===== config.mk =====
export PLATFORM = sky130hd
export DESIGN_NAME = bounce_top
export DESIGN_NICKNAME = d
export VERILOG_FILES = /design/src/source/bounce_pkg.sv /design/src/source/beam_if.sv /design/src/source/display_timings.sv /design/src/source/square_mover.sv /design/src/source/frame_composer.sv /design/src/source/bounce_top.sv
export SDC_FILE = /design/constraint.sdc
export NUM_CORES = 1
export LEC_CHECK = 0
export CAP_MARGIN = 25
export CORE_MARGIN = 3
export CORE_UTILIZATION = 60
export CTS_BUF_LIST = sky130_fd_sc_hd__clkbuf_2 sky130_fd_sc_hd__clkbuf_4 sky130_fd_sc_hd__clkbuf_8
export DETAILED_ROUTE_END_ITERATION = 7
export DONT_BUFFER_PORTS = 1
export PLACE_DENSITY = 0.9
export SLEW_MARGIN = 10
export SYNTH_ARGS = -nofsm -noshare
export SYNTH_HDL_FRONTEND = slang
export SYNTH_SLANG_ARGS = --single-unit

===== constraint.sdc =====
create_clock -name clk_pix -period 2.55 [get_ports clk_pix]
set_input_delay 0.51 -clock clk_pix [delete_from_list [all_inputs] [get_ports clk_pix]]
set_output_delay 0.51 -clock clk_pix [all_outputs]
set_load 0.02 [all_outputs]

===== src/source/bounce_pkg.sv =====
//////////////////////////////
// shared types and 480p timing defaults
// coordinates are unsigned and limited to CORDW bits
//////////////////////////////

package bounce_pkg;

    // coordinate width must hold the largest total count
    localparam int CORDW = 10;  // 800x525 fits in 10 bits

    // any screen coordinate, size or speed
    typedef logic [CORDW-1:0] coord_t;

    // one 4-bit VGA colour channel
    typedef logic [3:0] color_t;

    // horizontal timing for 640x480 at 60 Hz
    localparam int DEF_H_RES  = 640;  // active pixels
    localparam int DEF_H_FP   = 16;   // front porch
    localparam int DEF_H_SYNC = 96;   // sync pulse
    localparam int DEF_H_BP   = 48;   // back porch

    // vertical timing in lines
    localparam int DEF_V_RES  = 480;  // active lines
    localparam int DEF_V_FP   = 10;   // front porch
    localparam int DEF_V_SYNC = 2;    // sync pulse
    localparam int DEF_V_BP   = 33;   // back porch

    // totals come to 800 x 525 with these values
    // pixel clock is nominally 25.175 MHz

endpackage


===== src/source/beam_if.sv =====
//////////////////////////////
// beam position and sync levels
// all fields change together once per pixel
//////////////////////////////

interface beam_if;
    import bounce_pkg::*;

    coord_t sx;     // horizontal beam position
    coord_t sy;     // vertical beam position
    logic   de;     // inside active area
    logic   hsync;  // active low
    logic   vsync;  // active low
    logic   frame;  // one pulse at start of vertical blank

    modport source (
        output sx,
        output sy,
        output de,
        output hsync,
        output vsync,
        output frame
    );

    modport sink (
        input sx,
        input sy,
        input de,
        input hsync,
        input vsync,
        input frame
    );

endinterface


===== src/source/display_timings.sv =====
//////////////////////////////
// raster scan with negative syncs
// totals must fit in CORDW bits
//////////////////////////////

module display_timings #(
    parameter int H_RES  = bounce_pkg::DEF_H_RES,
    parameter int H_FP   = bounce_pkg::DEF_H_FP,
    parameter int H_SYNC = bounce_pkg::DEF_H_SYNC,
    parameter int H_BP   = bounce_pkg::DEF_H_BP,
    parameter int V_RES  = bounce_pkg::DEF_V_RES,
    parameter int V_FP   = bounce_pkg::DEF_V_FP,
    parameter int V_SYNC = bounce_pkg::DEF_V_SYNC,
    parameter int V_BP   = bounce_pkg::DEF_V_BP
) (
    input  logic   clk_pix,
    input  logic   reset,
    beam_if.source beam
);
    import bounce_pkg::*;

    localparam int H_TOTAL = H_RES + H_FP + H_SYNC + H_BP;
    localparam int V_TOTAL = V_RES + V_FP + V_SYNC + V_BP;

    localparam coord_t H_LAST   = coord_t'(H_TOTAL - 1);
    localparam coord_t V_LAST   = coord_t'(V_TOTAL - 1);
    localparam coord_t H_ACT    = coord_t'(H_RES);
    localparam coord_t V_ACT    = coord_t'(V_RES);
    localparam coord_t HS_START = coord_t'(H_RES + H_FP);
    localparam coord_t HS_END   = coord_t'(H_RES + H_FP + H_SYNC);
    localparam coord_t VS_START = coord_t'(V_RES + V_FP);
    localparam coord_t VS_END   = coord_t'(V_RES + V_FP + V_SYNC);

    coord_t h_cnt;  // pixel within line
    coord_t v_cnt;  // line within frame

    // scan counters
    always_ff @(posedge clk_pix) begin
        if (reset) begin
            h_cnt <= '0;
            v_cnt <= '0;
        end else if (h_cnt == H_LAST) begin
            h_cnt <= '0;
            v_cnt <= (v_cnt == V_LAST) ? '0 : v_cnt + 1'b1;  // wrap at end of frame
        end else begin
            h_cnt <= h_cnt + 1'b1;
        end
    end

    // every beam field is taken from the same counter values,
    // so position, enable and syncs line up in one cycle
    always_ff @(posedge clk_pix) begin
        if (reset) begin
            beam.sx    <= '0;
            beam.sy    <= '0;
            beam.de    <= 1'b0;
            beam.hsync <= 1'b1;
            beam.vsync <= 1'b1;
            beam.frame <= 1'b0;
        end else begin
            beam.sx    <= h_cnt;
            beam.sy    <= v_cnt;
            beam.de    <= (h_cnt < H_ACT) && (v_cnt < V_ACT);
            beam.hsync <= !((h_cnt >= HS_START) && (h_cnt < HS_END));
            beam.vsync <= !((v_cnt >= VS_START) && (v_cnt < VS_END));  // whole lines
            beam.frame <= (h_cnt == '0) && (v_cnt == V_ACT);  // first blank line
        end
    end

    if ((H_TOTAL >= (1 << CORDW)) || (V_TOTAL >= (1 << CORDW))) begin : g_width_check
        $error("display totals do not fit in the coordinate width");
    end

    // strobe must not stretch into a second pixel
    frame_one_cycle: assert property (
        @(posedge clk_pix) disable iff (reset)
        beam.frame |=> !beam.frame
    ) else $error("frame strobe held for more than one cycle");

    // porches keep the sync windows out of the active area
    de_outside_sync: assert property (
        @(posedge clk_pix) disable iff (reset)
        beam.de |-> (beam.hsync && beam.vsync)
    ) else $error("data enable high during a sync pulse");

endmodule


===== src/source/square_mover.sv =====
//////////////////////////////
// one square moving once per frame
// SIZE + SPEED must be below both limits
//////////////////////////////

module square_mover #(
    parameter int H_RES  = bounce_pkg::DEF_H_RES,
    parameter int V_RES  = bounce_pkg::DEF_V_RES,
    parameter int SIZE   = 100,
    parameter int SPEED  = 1,
    parameter int INIT_X = 0,
    parameter int INIT_Y = 0
) (
    input  logic               clk_pix,
    input  logic               reset,
    input  logic               frame,
    output bounce_pkg::coord_t x,
    output bounce_pkg::coord_t y
);
    import bounce_pkg::*;

    localparam coord_t STEP   = coord_t'(SPEED);
    localparam coord_t X_TURN = coord_t'(H_RES - (SIZE + SPEED));  // right edge reached
    localparam coord_t Y_TURN = coord_t'(V_RES - (SIZE + SPEED));  // bottom edge reached

    logic dx;  // 0 is right
    logic dy;  // 0 is down

    logic [CORDW:0] x_next;  // direction on top of position
    logic [CORDW:0] y_next;

    // bounce rule for one axis
    function automatic logic [CORDW:0] axis_step(
        input coord_t pos,
        input logic   dir,
        input coord_t turn
    );
        logic   dir_n;
        coord_t pos_n;
        if (pos >= turn) begin
            dir_n = 1'b1;
            pos_n = pos - STEP;
        end else if (pos < STEP) begin
            dir_n = 1'b0;
            pos_n = pos + STEP;
        end else begin
            dir_n = dir;
            pos_n = dir ? pos - STEP : pos + STEP;
        end
        return {dir_n, pos_n};
    endfunction

    always_comb begin
        x_next = axis_step(x, dx, X_TURN);
        y_next = axis_step(y, dy, Y_TURN);
    end

    // new position takes effect in the cycle after the strobe,
    // well ahead of the next active line
    always_ff @(posedge clk_pix) begin
        if (reset) begin
            x  <= coord_t'(INIT_X);
            y  <= coord_t'(INIT_Y);
            dx <= 1'b0;
            dy <= 1'b0;
        end else if (frame) begin
            {dx, x} <= x_next;
            {dy, y} <= y_next;
        end
    end

    if ((SIZE + SPEED >= H_RES) || (SIZE + SPEED >= V_RES)) begin : g_size_check
        $error("square and step do not fit the active area");
    end

    if ((INIT_X + SIZE > H_RES) || (INIT_Y + SIZE > V_RES)) begin : g_init_check
        $error("square starts outside the active area");
    end

    // whole square on screen after every move
    stays_on_screen: assert property (
        @(posedge clk_pix) disable iff (reset)
        frame |=> ((int'(x) + SIZE <= H_RES) && (int'(y) + SIZE <= V_RES))
    ) else $error("square left the active area");

endmodule


===== src/source/frame_composer.sv =====
//////////////////////////////
// one square per colour channel
// outputs lag the beam by one pixel
//////////////////////////////

module frame_composer #(
    parameter int SIZE1 = 100,
    parameter int SIZE2 = 150,
    parameter int SIZE3 = 200
) (
    input  logic               clk_pix,
    input  logic               reset,
    beam_if.sink               beam,
    input  bounce_pkg::coord_t q1x,
    input  bounce_pkg::coord_t q1y,
    input  bounce_pkg::coord_t q2x,
    input  bounce_pkg::coord_t q2y,
    input  bounce_pkg::coord_t q3x,
    input  bounce_pkg::coord_t q3y,
    output logic               vga_hsync,
    output logic               vga_vsync,
    output bounce_pkg::color_t vga_r,
    output bounce_pkg::color_t vga_g,
    output bounce_pkg::color_t vga_b
);
    import bounce_pkg::*;

    localparam color_t FULL = 4'hF;

    logic q1_draw;
    logic q2_draw;
    logic q3_draw;

    // half-open ranges on both axes
    function automatic logic covers(
        input coord_t px,
        input coord_t py,
        input coord_t qx,
        input coord_t qy,
        input int     size
    );
        return (px >= qx) && (int'(px) < int'(qx) + size)
            && (py >= qy) && (int'(py) < int'(qy) + size);
    endfunction

    always_comb begin
        q1_draw = beam.de && covers(beam.sx, beam.sy, q1x, q1y, SIZE1);
        q2_draw = beam.de && covers(beam.sx, beam.sy, q2x, q2y, SIZE2);
        q3_draw = beam.de && covers(beam.sx, beam.sy, q3x, q3y, SIZE3);
    end

    // syncs go through the same register as colour
    always_ff @(posedge clk_pix) begin
        if (reset) begin
            vga_hsync <= 1'b1;
            vga_vsync <= 1'b1;
            vga_r     <= '0;
            vga_g     <= '0;
            vga_b     <= '0;
        end else begin
            vga_hsync <= beam.hsync;
            vga_vsync <= beam.vsync;
            vga_r     <= q1_draw ? FULL : '0;
            vga_g     <= q2_draw ? FULL : '0;
            vga_b     <= q3_draw ? FULL : '0;
        end
    end

endmodule


===== src/source/bounce_top.sv =====
//////////////////////////////
// three bouncing squares on VGA
// clk_pix is the pixel clock and reset is synchronous
//////////////////////////////

module bounce_top #(
    parameter int H_RES  = bounce_pkg::DEF_H_RES,
    parameter int H_FP   = bounce_pkg::DEF_H_FP,
    parameter int H_SYNC = bounce_pkg::DEF_H_SYNC,
    parameter int H_BP   = bounce_pkg::DEF_H_BP,
    parameter int V_RES  = bounce_pkg::DEF_V_RES,
    parameter int V_FP   = bounce_pkg::DEF_V_FP,
    parameter int V_SYNC = bounce_pkg::DEF_V_SYNC,
    parameter int V_BP   = bounce_pkg::DEF_V_BP,
    parameter int SIZE1  = 100,
    parameter int SIZE2  = 150,
    parameter int SIZE3  = 200,
    parameter int SPEED1 = 2,
    parameter int SPEED2 = 1,
    parameter int SPEED3 = 1
) (
    input  logic               clk_pix,
    input  logic               reset,
    output logic               vga_hsync,
    output logic               vga_vsync,
    output bounce_pkg::color_t vga_r,
    output bounce_pkg::color_t vga_g,
    output bounce_pkg::color_t vga_b
);
    import bounce_pkg::*;

    // third square starts at (20,10) scaled to the screen size
    localparam int Q3_INIT_X = 20 * H_RES / DEF_H_RES;
    localparam int Q3_INIT_Y = 10 * V_RES / DEF_V_RES;

    beam_if beam ();

    coord_t q1x;
    coord_t q1y;
    coord_t q2x;
    coord_t q2y;
    coord_t q3x;
    coord_t q3y;

    display_timings #(
        .H_RES (H_RES),
        .H_FP  (H_FP),
        .H_SYNC(H_SYNC),
        .H_BP  (H_BP),
        .V_RES (V_RES),
        .V_FP  (V_FP),
        .V_SYNC(V_SYNC),
        .V_BP  (V_BP)
    ) display_timings_inst (
        .clk_pix,
        .reset,
        .beam
    );

    square_mover #(
        .H_RES(H_RES), .V_RES(V_RES), .SIZE(SIZE1), .SPEED(SPEED1), .INIT_X(0), .INIT_Y(0)
    ) q1_mover_inst (
        .clk_pix, .reset, .frame(beam.frame), .x(q1x), .y(q1y)
    );

    square_mover #(
        .H_RES(H_RES), .V_RES(V_RES), .SIZE(SIZE2), .SPEED(SPEED2), .INIT_X(0), .INIT_Y(0)
    ) q2_mover_inst (
        .clk_pix, .reset, .frame(beam.frame), .x(q2x), .y(q2y)
    );

    square_mover #(
        .H_RES (H_RES),
        .V_RES (V_RES),
        .SIZE  (SIZE3),
        .SPEED (SPEED3),
        .INIT_X(Q3_INIT_X),
        .INIT_Y(Q3_INIT_Y)
    ) q3_mover_inst (
        .clk_pix, .reset, .frame(beam.frame), .x(q3x), .y(q3y)
    );

    frame_composer #(
        .SIZE1(SIZE1),
        .SIZE2(SIZE2),
        .SIZE3(SIZE3)
    ) frame_composer_inst (
        .clk_pix,
        .reset,
        .beam,
        .q1x, .q1y,
        .q2x, .q2y,
        .q3x, .q3y,
        .vga_hsync,
        .vga_vsync,
        .vga_r,
        .vga_g,
        .vga_b
    );

endmodule


==> results.py <==
metrics = {
    "run_status": {
        "outcome": "finished with violations",
        "violations": "setup timing",
    },
    "timing": {
        "fin_crit_ns": 2.58,
        "period_share_pct": 101,
        "fmax_mhz": 387,
        "slew-limit-headroom_pct": 44.8,
        "setup_ws_ns": -0.0307,
        "clock_skew_ns": 0.00937,
        "worst_pin_slew_ns": 0.827,
        "slew_violations": 0,
        "whs_ns": 0.117,
        "rsz0062_at_grt": "yes",
        "hold_viol_final": 0,
        "setup_viol": 1,
    },
    "critical_path": {
        "rr_worst_depth": 10,
        "r2r_start": "q1_mover_inst.y[2]$_SDFFE_PP0P_",
        "r2r_slack_ns": -0.03,
        "critPathKind": "flip-flop to flip-flop",
        "rr_endpoint": "frame_composer_inst.vga_r[2]$_SDFF_PP0_",
        "cp.required_ns": 2.93,
        "worstSetupStartpointType": "flip-flop",
        "end_kind": "flip-flop",
        "crit_start": "q1_mover_inst.y[2]$_SDFFE_PP0P_",
        "cp_max_fo": 3,
        "worstPathArrival_ns": 2.96,
    },
    "cells_and_area": {
        "layout_commonest_cell": "ha_1",
        "nets": 1201,
        "final_cell_mix": "ha_1 (139), nor2_1 (108), dfxtp_1 (107), xnor2_1 (82), inv_1 (62)",
        "layout-drive-gt1-share_pct": 10.3,
        "diodes": 0,
        "stdcell_area_um2": 9650,
        "area_delta_synth_final_pct": 8.80,
    },
    "synthesis": {
        "yosysSeqAreaShare_pct": 25.5,
        "ys.flop_type": "dfxtp_1",
        "synthCells": 1045,
        "ys_seq_elements": 113,
        "synth_nets": 1190,
        "syn_area_per_cell_um2": 8.49,
        "yosysUniqueCellTypes": 64,
        "synthArstFlopShare_pct": 0,
        "synth_edf_count": 0,
        "netlist_area_um2": 8870,
        "ys_warn_count": 0,
    },
    "routing": {
        "drc": 0,
        "num_vias": 7493,
        "wl_per_cell_um": 16.2,
        "antenna_left": 0,
        "wl_mm": 20.2,
        "post_drt_via_cell_ratio": 6.00,
        "drt_first_pass_iters": 6,
        "drtIter0Drc": 475,
    },
    "grt": {
        "overflow": 0,
        "antenna_found_initial": 0,
        "grt_max_degree": 96,
        "grt_pass1_vias": 7406,
        "grt_pass1_wl_mm": 34.2,
        "grt.total_usage_pct": 25.5,
    },
    "place": {
        "hpwl_mm": 14.7,
        "port-buffer-count": 0,
        "gp_congestion": 0.907,
        "placed_area_um2": 9140,
    },
    "clocking": {
        "clock-root-buffer": "clkbuf_8",
        "htreeDepth": 4,
        "insertion_delay_ns": 0.46,
        "cts_tree": "done",
        "clk_path_buf_depth": 2,
        "path_clk_slew_ns": 0.07,
        "cts_buffers": 17,
        "cts.sinks": 113,
    },
    "die": {
        "coreArea_um2": 14100,
        "fp-row-count": 43,
        "fp.dieW_um": 128,
        "initial_core_util_pct": 62.7,
        "io-pin-count": 16,
        "die-area_um2": 16300,
        "die_h_um": 128,
    },
    "power": {
        "switching_share_pct": 23.2,
        "seqPwrFrac_pct": 49.3,
        "internal_power_mw": 2.80,
        "p_clk_share_pct": 49.3,
        "p_per_area_nw_per_um2": 377,
        "p_leak_nw": 3.97,
        "p_sw_mw": 0.845,
        "p_comb_share_pct": 1.4,
        "vdd_ir_drop_max_mv": 0.454,
    },
    "flow_run": {
        "cap_viol_max_count": 0,
    },
    "min_path": {
        "hold_start": "reset",
        "holdPathEnd": "display_timings_inst.beam.sy[1]$_SDFF_PP0_",
        "hold-path-cell-count": 1,
        "hold_path_class": "input pin to flip-flop",
    },
}
## sequential cells by signal, summed over array words and instances (netlist names), 9 cells and up
register,cells
display_timings_inst.v_cnt,10
q1_mover_inst.y,9
display_timings_inst.beam.sx,10
display_timings_inst.beam.sy,10
q3_mover_inst.y,10
q3_mover_inst.x,10
q1_mover_inst.x,9
display_timings_inst.h_cnt,10
q2_mover_inst.x,10
q2_mover_inst.y,10
## metal layers
| metal | wire length (um) | track usage, % | up-vias |
|---|---|---|---|
| li1 | - | - | 3702 |
| met3 | 1210 | 5.06 | 52 |
| met5 | 0 | 0 | - |
| met2 | 9270 | 42.4 | 217 |
| met4 | 493 | 9.53 | 0 |
| met1 | 9190 | 32.6 | 3522 |
## cells by family (layout without fill, tap and decap cells)
group / after synthesis / count (layout) / synth area share, %
compound gates: 167 / 167 / 12.5
xor+xnor: 100 / 100 / 9.88
fa+ha+maj: 143 / 143 / 20.2
buf+inv: 127 / 150 / 6.56
flops: 113 / 113 / 25.5
mux: 46 / 46 / 5.23
simple gates: 349 / 349 / 20.1
## worst max-delay path by stage
stage	to	slack [ns]	cells after the start
CTS	frame_composer_inst.vga_r[2]$_SDFF_PP0_	-0.03	10
global route	frame_composer_inst.vga_r[2]$_SDFF_PP0_	-0.09	10
detailed placement	frame_composer_inst.vga_r[2]$_SDFF_PP0_	-0.07	10
global placement	frame_composer_inst.vga_r[2]$_SDFF_PP0_	-0.0006	10
finish	frame_composer_inst.vga_r[2]$_SDFF_PP0_	-0.03	10
floorplan	frame_composer_inst.vga_r[2]$_SDFF_PP0_	0.01	10
## synth_stat cells (16+ instances only)
cell | count | area share, %
ha_1 | 143 | 20
dfxtp_1 | 113 | 26
nor2_1 | 108 | 4.6
xnor2_1 | 83 | 8.2
inv_1 | 62 | 2.6
nand2_1 | 57 | 2.4
a21oi_1 | 45 | 2.5
mux2i_1 | 43 | 4.9
clkbuf_1 | 30 | 1.3
nand3_1 | 30 | 1.7
nor3_1 | 25 | 1.4
nand4_1 | 24 | 1.7
nor2b_1 | 22 | 1.6
o21ai_1 | 22 | 1.2
xor2_1 | 17 | 1.7
o21a_1 | 16 | 1.4
## critical path, stage by stage, from the launching register on
cell and delay (ns):
dfxtp_4 0.36, ha_4 0.17, a211o_1 0.28, nand2_2 0.09, xnor2_2 0.06, ha_2 0.18, a211o_1 0.29, a2111oi_4 0.19
a211oi_1 0.11, or4b_1 0.55, a211oi_2 0.23
## metrics by stage
step | util (%) | instances | setup TNS, ns | setup slack [ns] | power (mW)
global placement | 64.6 | 1216 | -0.000578 | -0.000578 | 1.88
CTS | 67.9 | 1248 | -0.0271 | -0.0271 | 3.67
detailed placement | 64.6 | 1216 | -0.0702 | -0.0702 | 1.89
global route | 68.2 | 1248 | -0.0928 | -0.0928 | 3.75
finish | 68.2 | 1248 | -0.0307 | -0.0307 | 3.64
floorplan | - | 1045 | 0 | 0.00982 | 1.90
## repair_timing
action,in CTS,in global routing
hold buffers,0,0
gates resized for setup,13,11
setup endpoints to repair,1,10
setup buffers,1,0
pin swaps,5,6
## power groups by stage
stage / Clock (mW) / Sequential, mW / Combinational [mW]
final: 1.79 / 1.80 / 0.0509
after global routing: 1.89 / 1.80 / 0.0569
after CTS: 1.82 / 1.80 / 0.0506
after detailed placement: 0 / 1.84 / 0.0498
after global placement: 0 / 1.84 / 0.0469
after floorplan: 0 / 1.82 / 0.0778
## area by class of cell
| class | instances | area [um^2] |
|---|---|---|
| tap | 180 | 225 |
| multi-input combinational | 805 | 6100 |
| clock buffer | 19 | 255 |
| fill | 1095 | 4500 |
| sequential | 113 | 2270 |
| inverter | 78 | 319 |
| clock inverter | 12 | 159 |
| timing repair buffer | 41 | 315 |
Note: power is estimated with default switching activity, not from simulation.
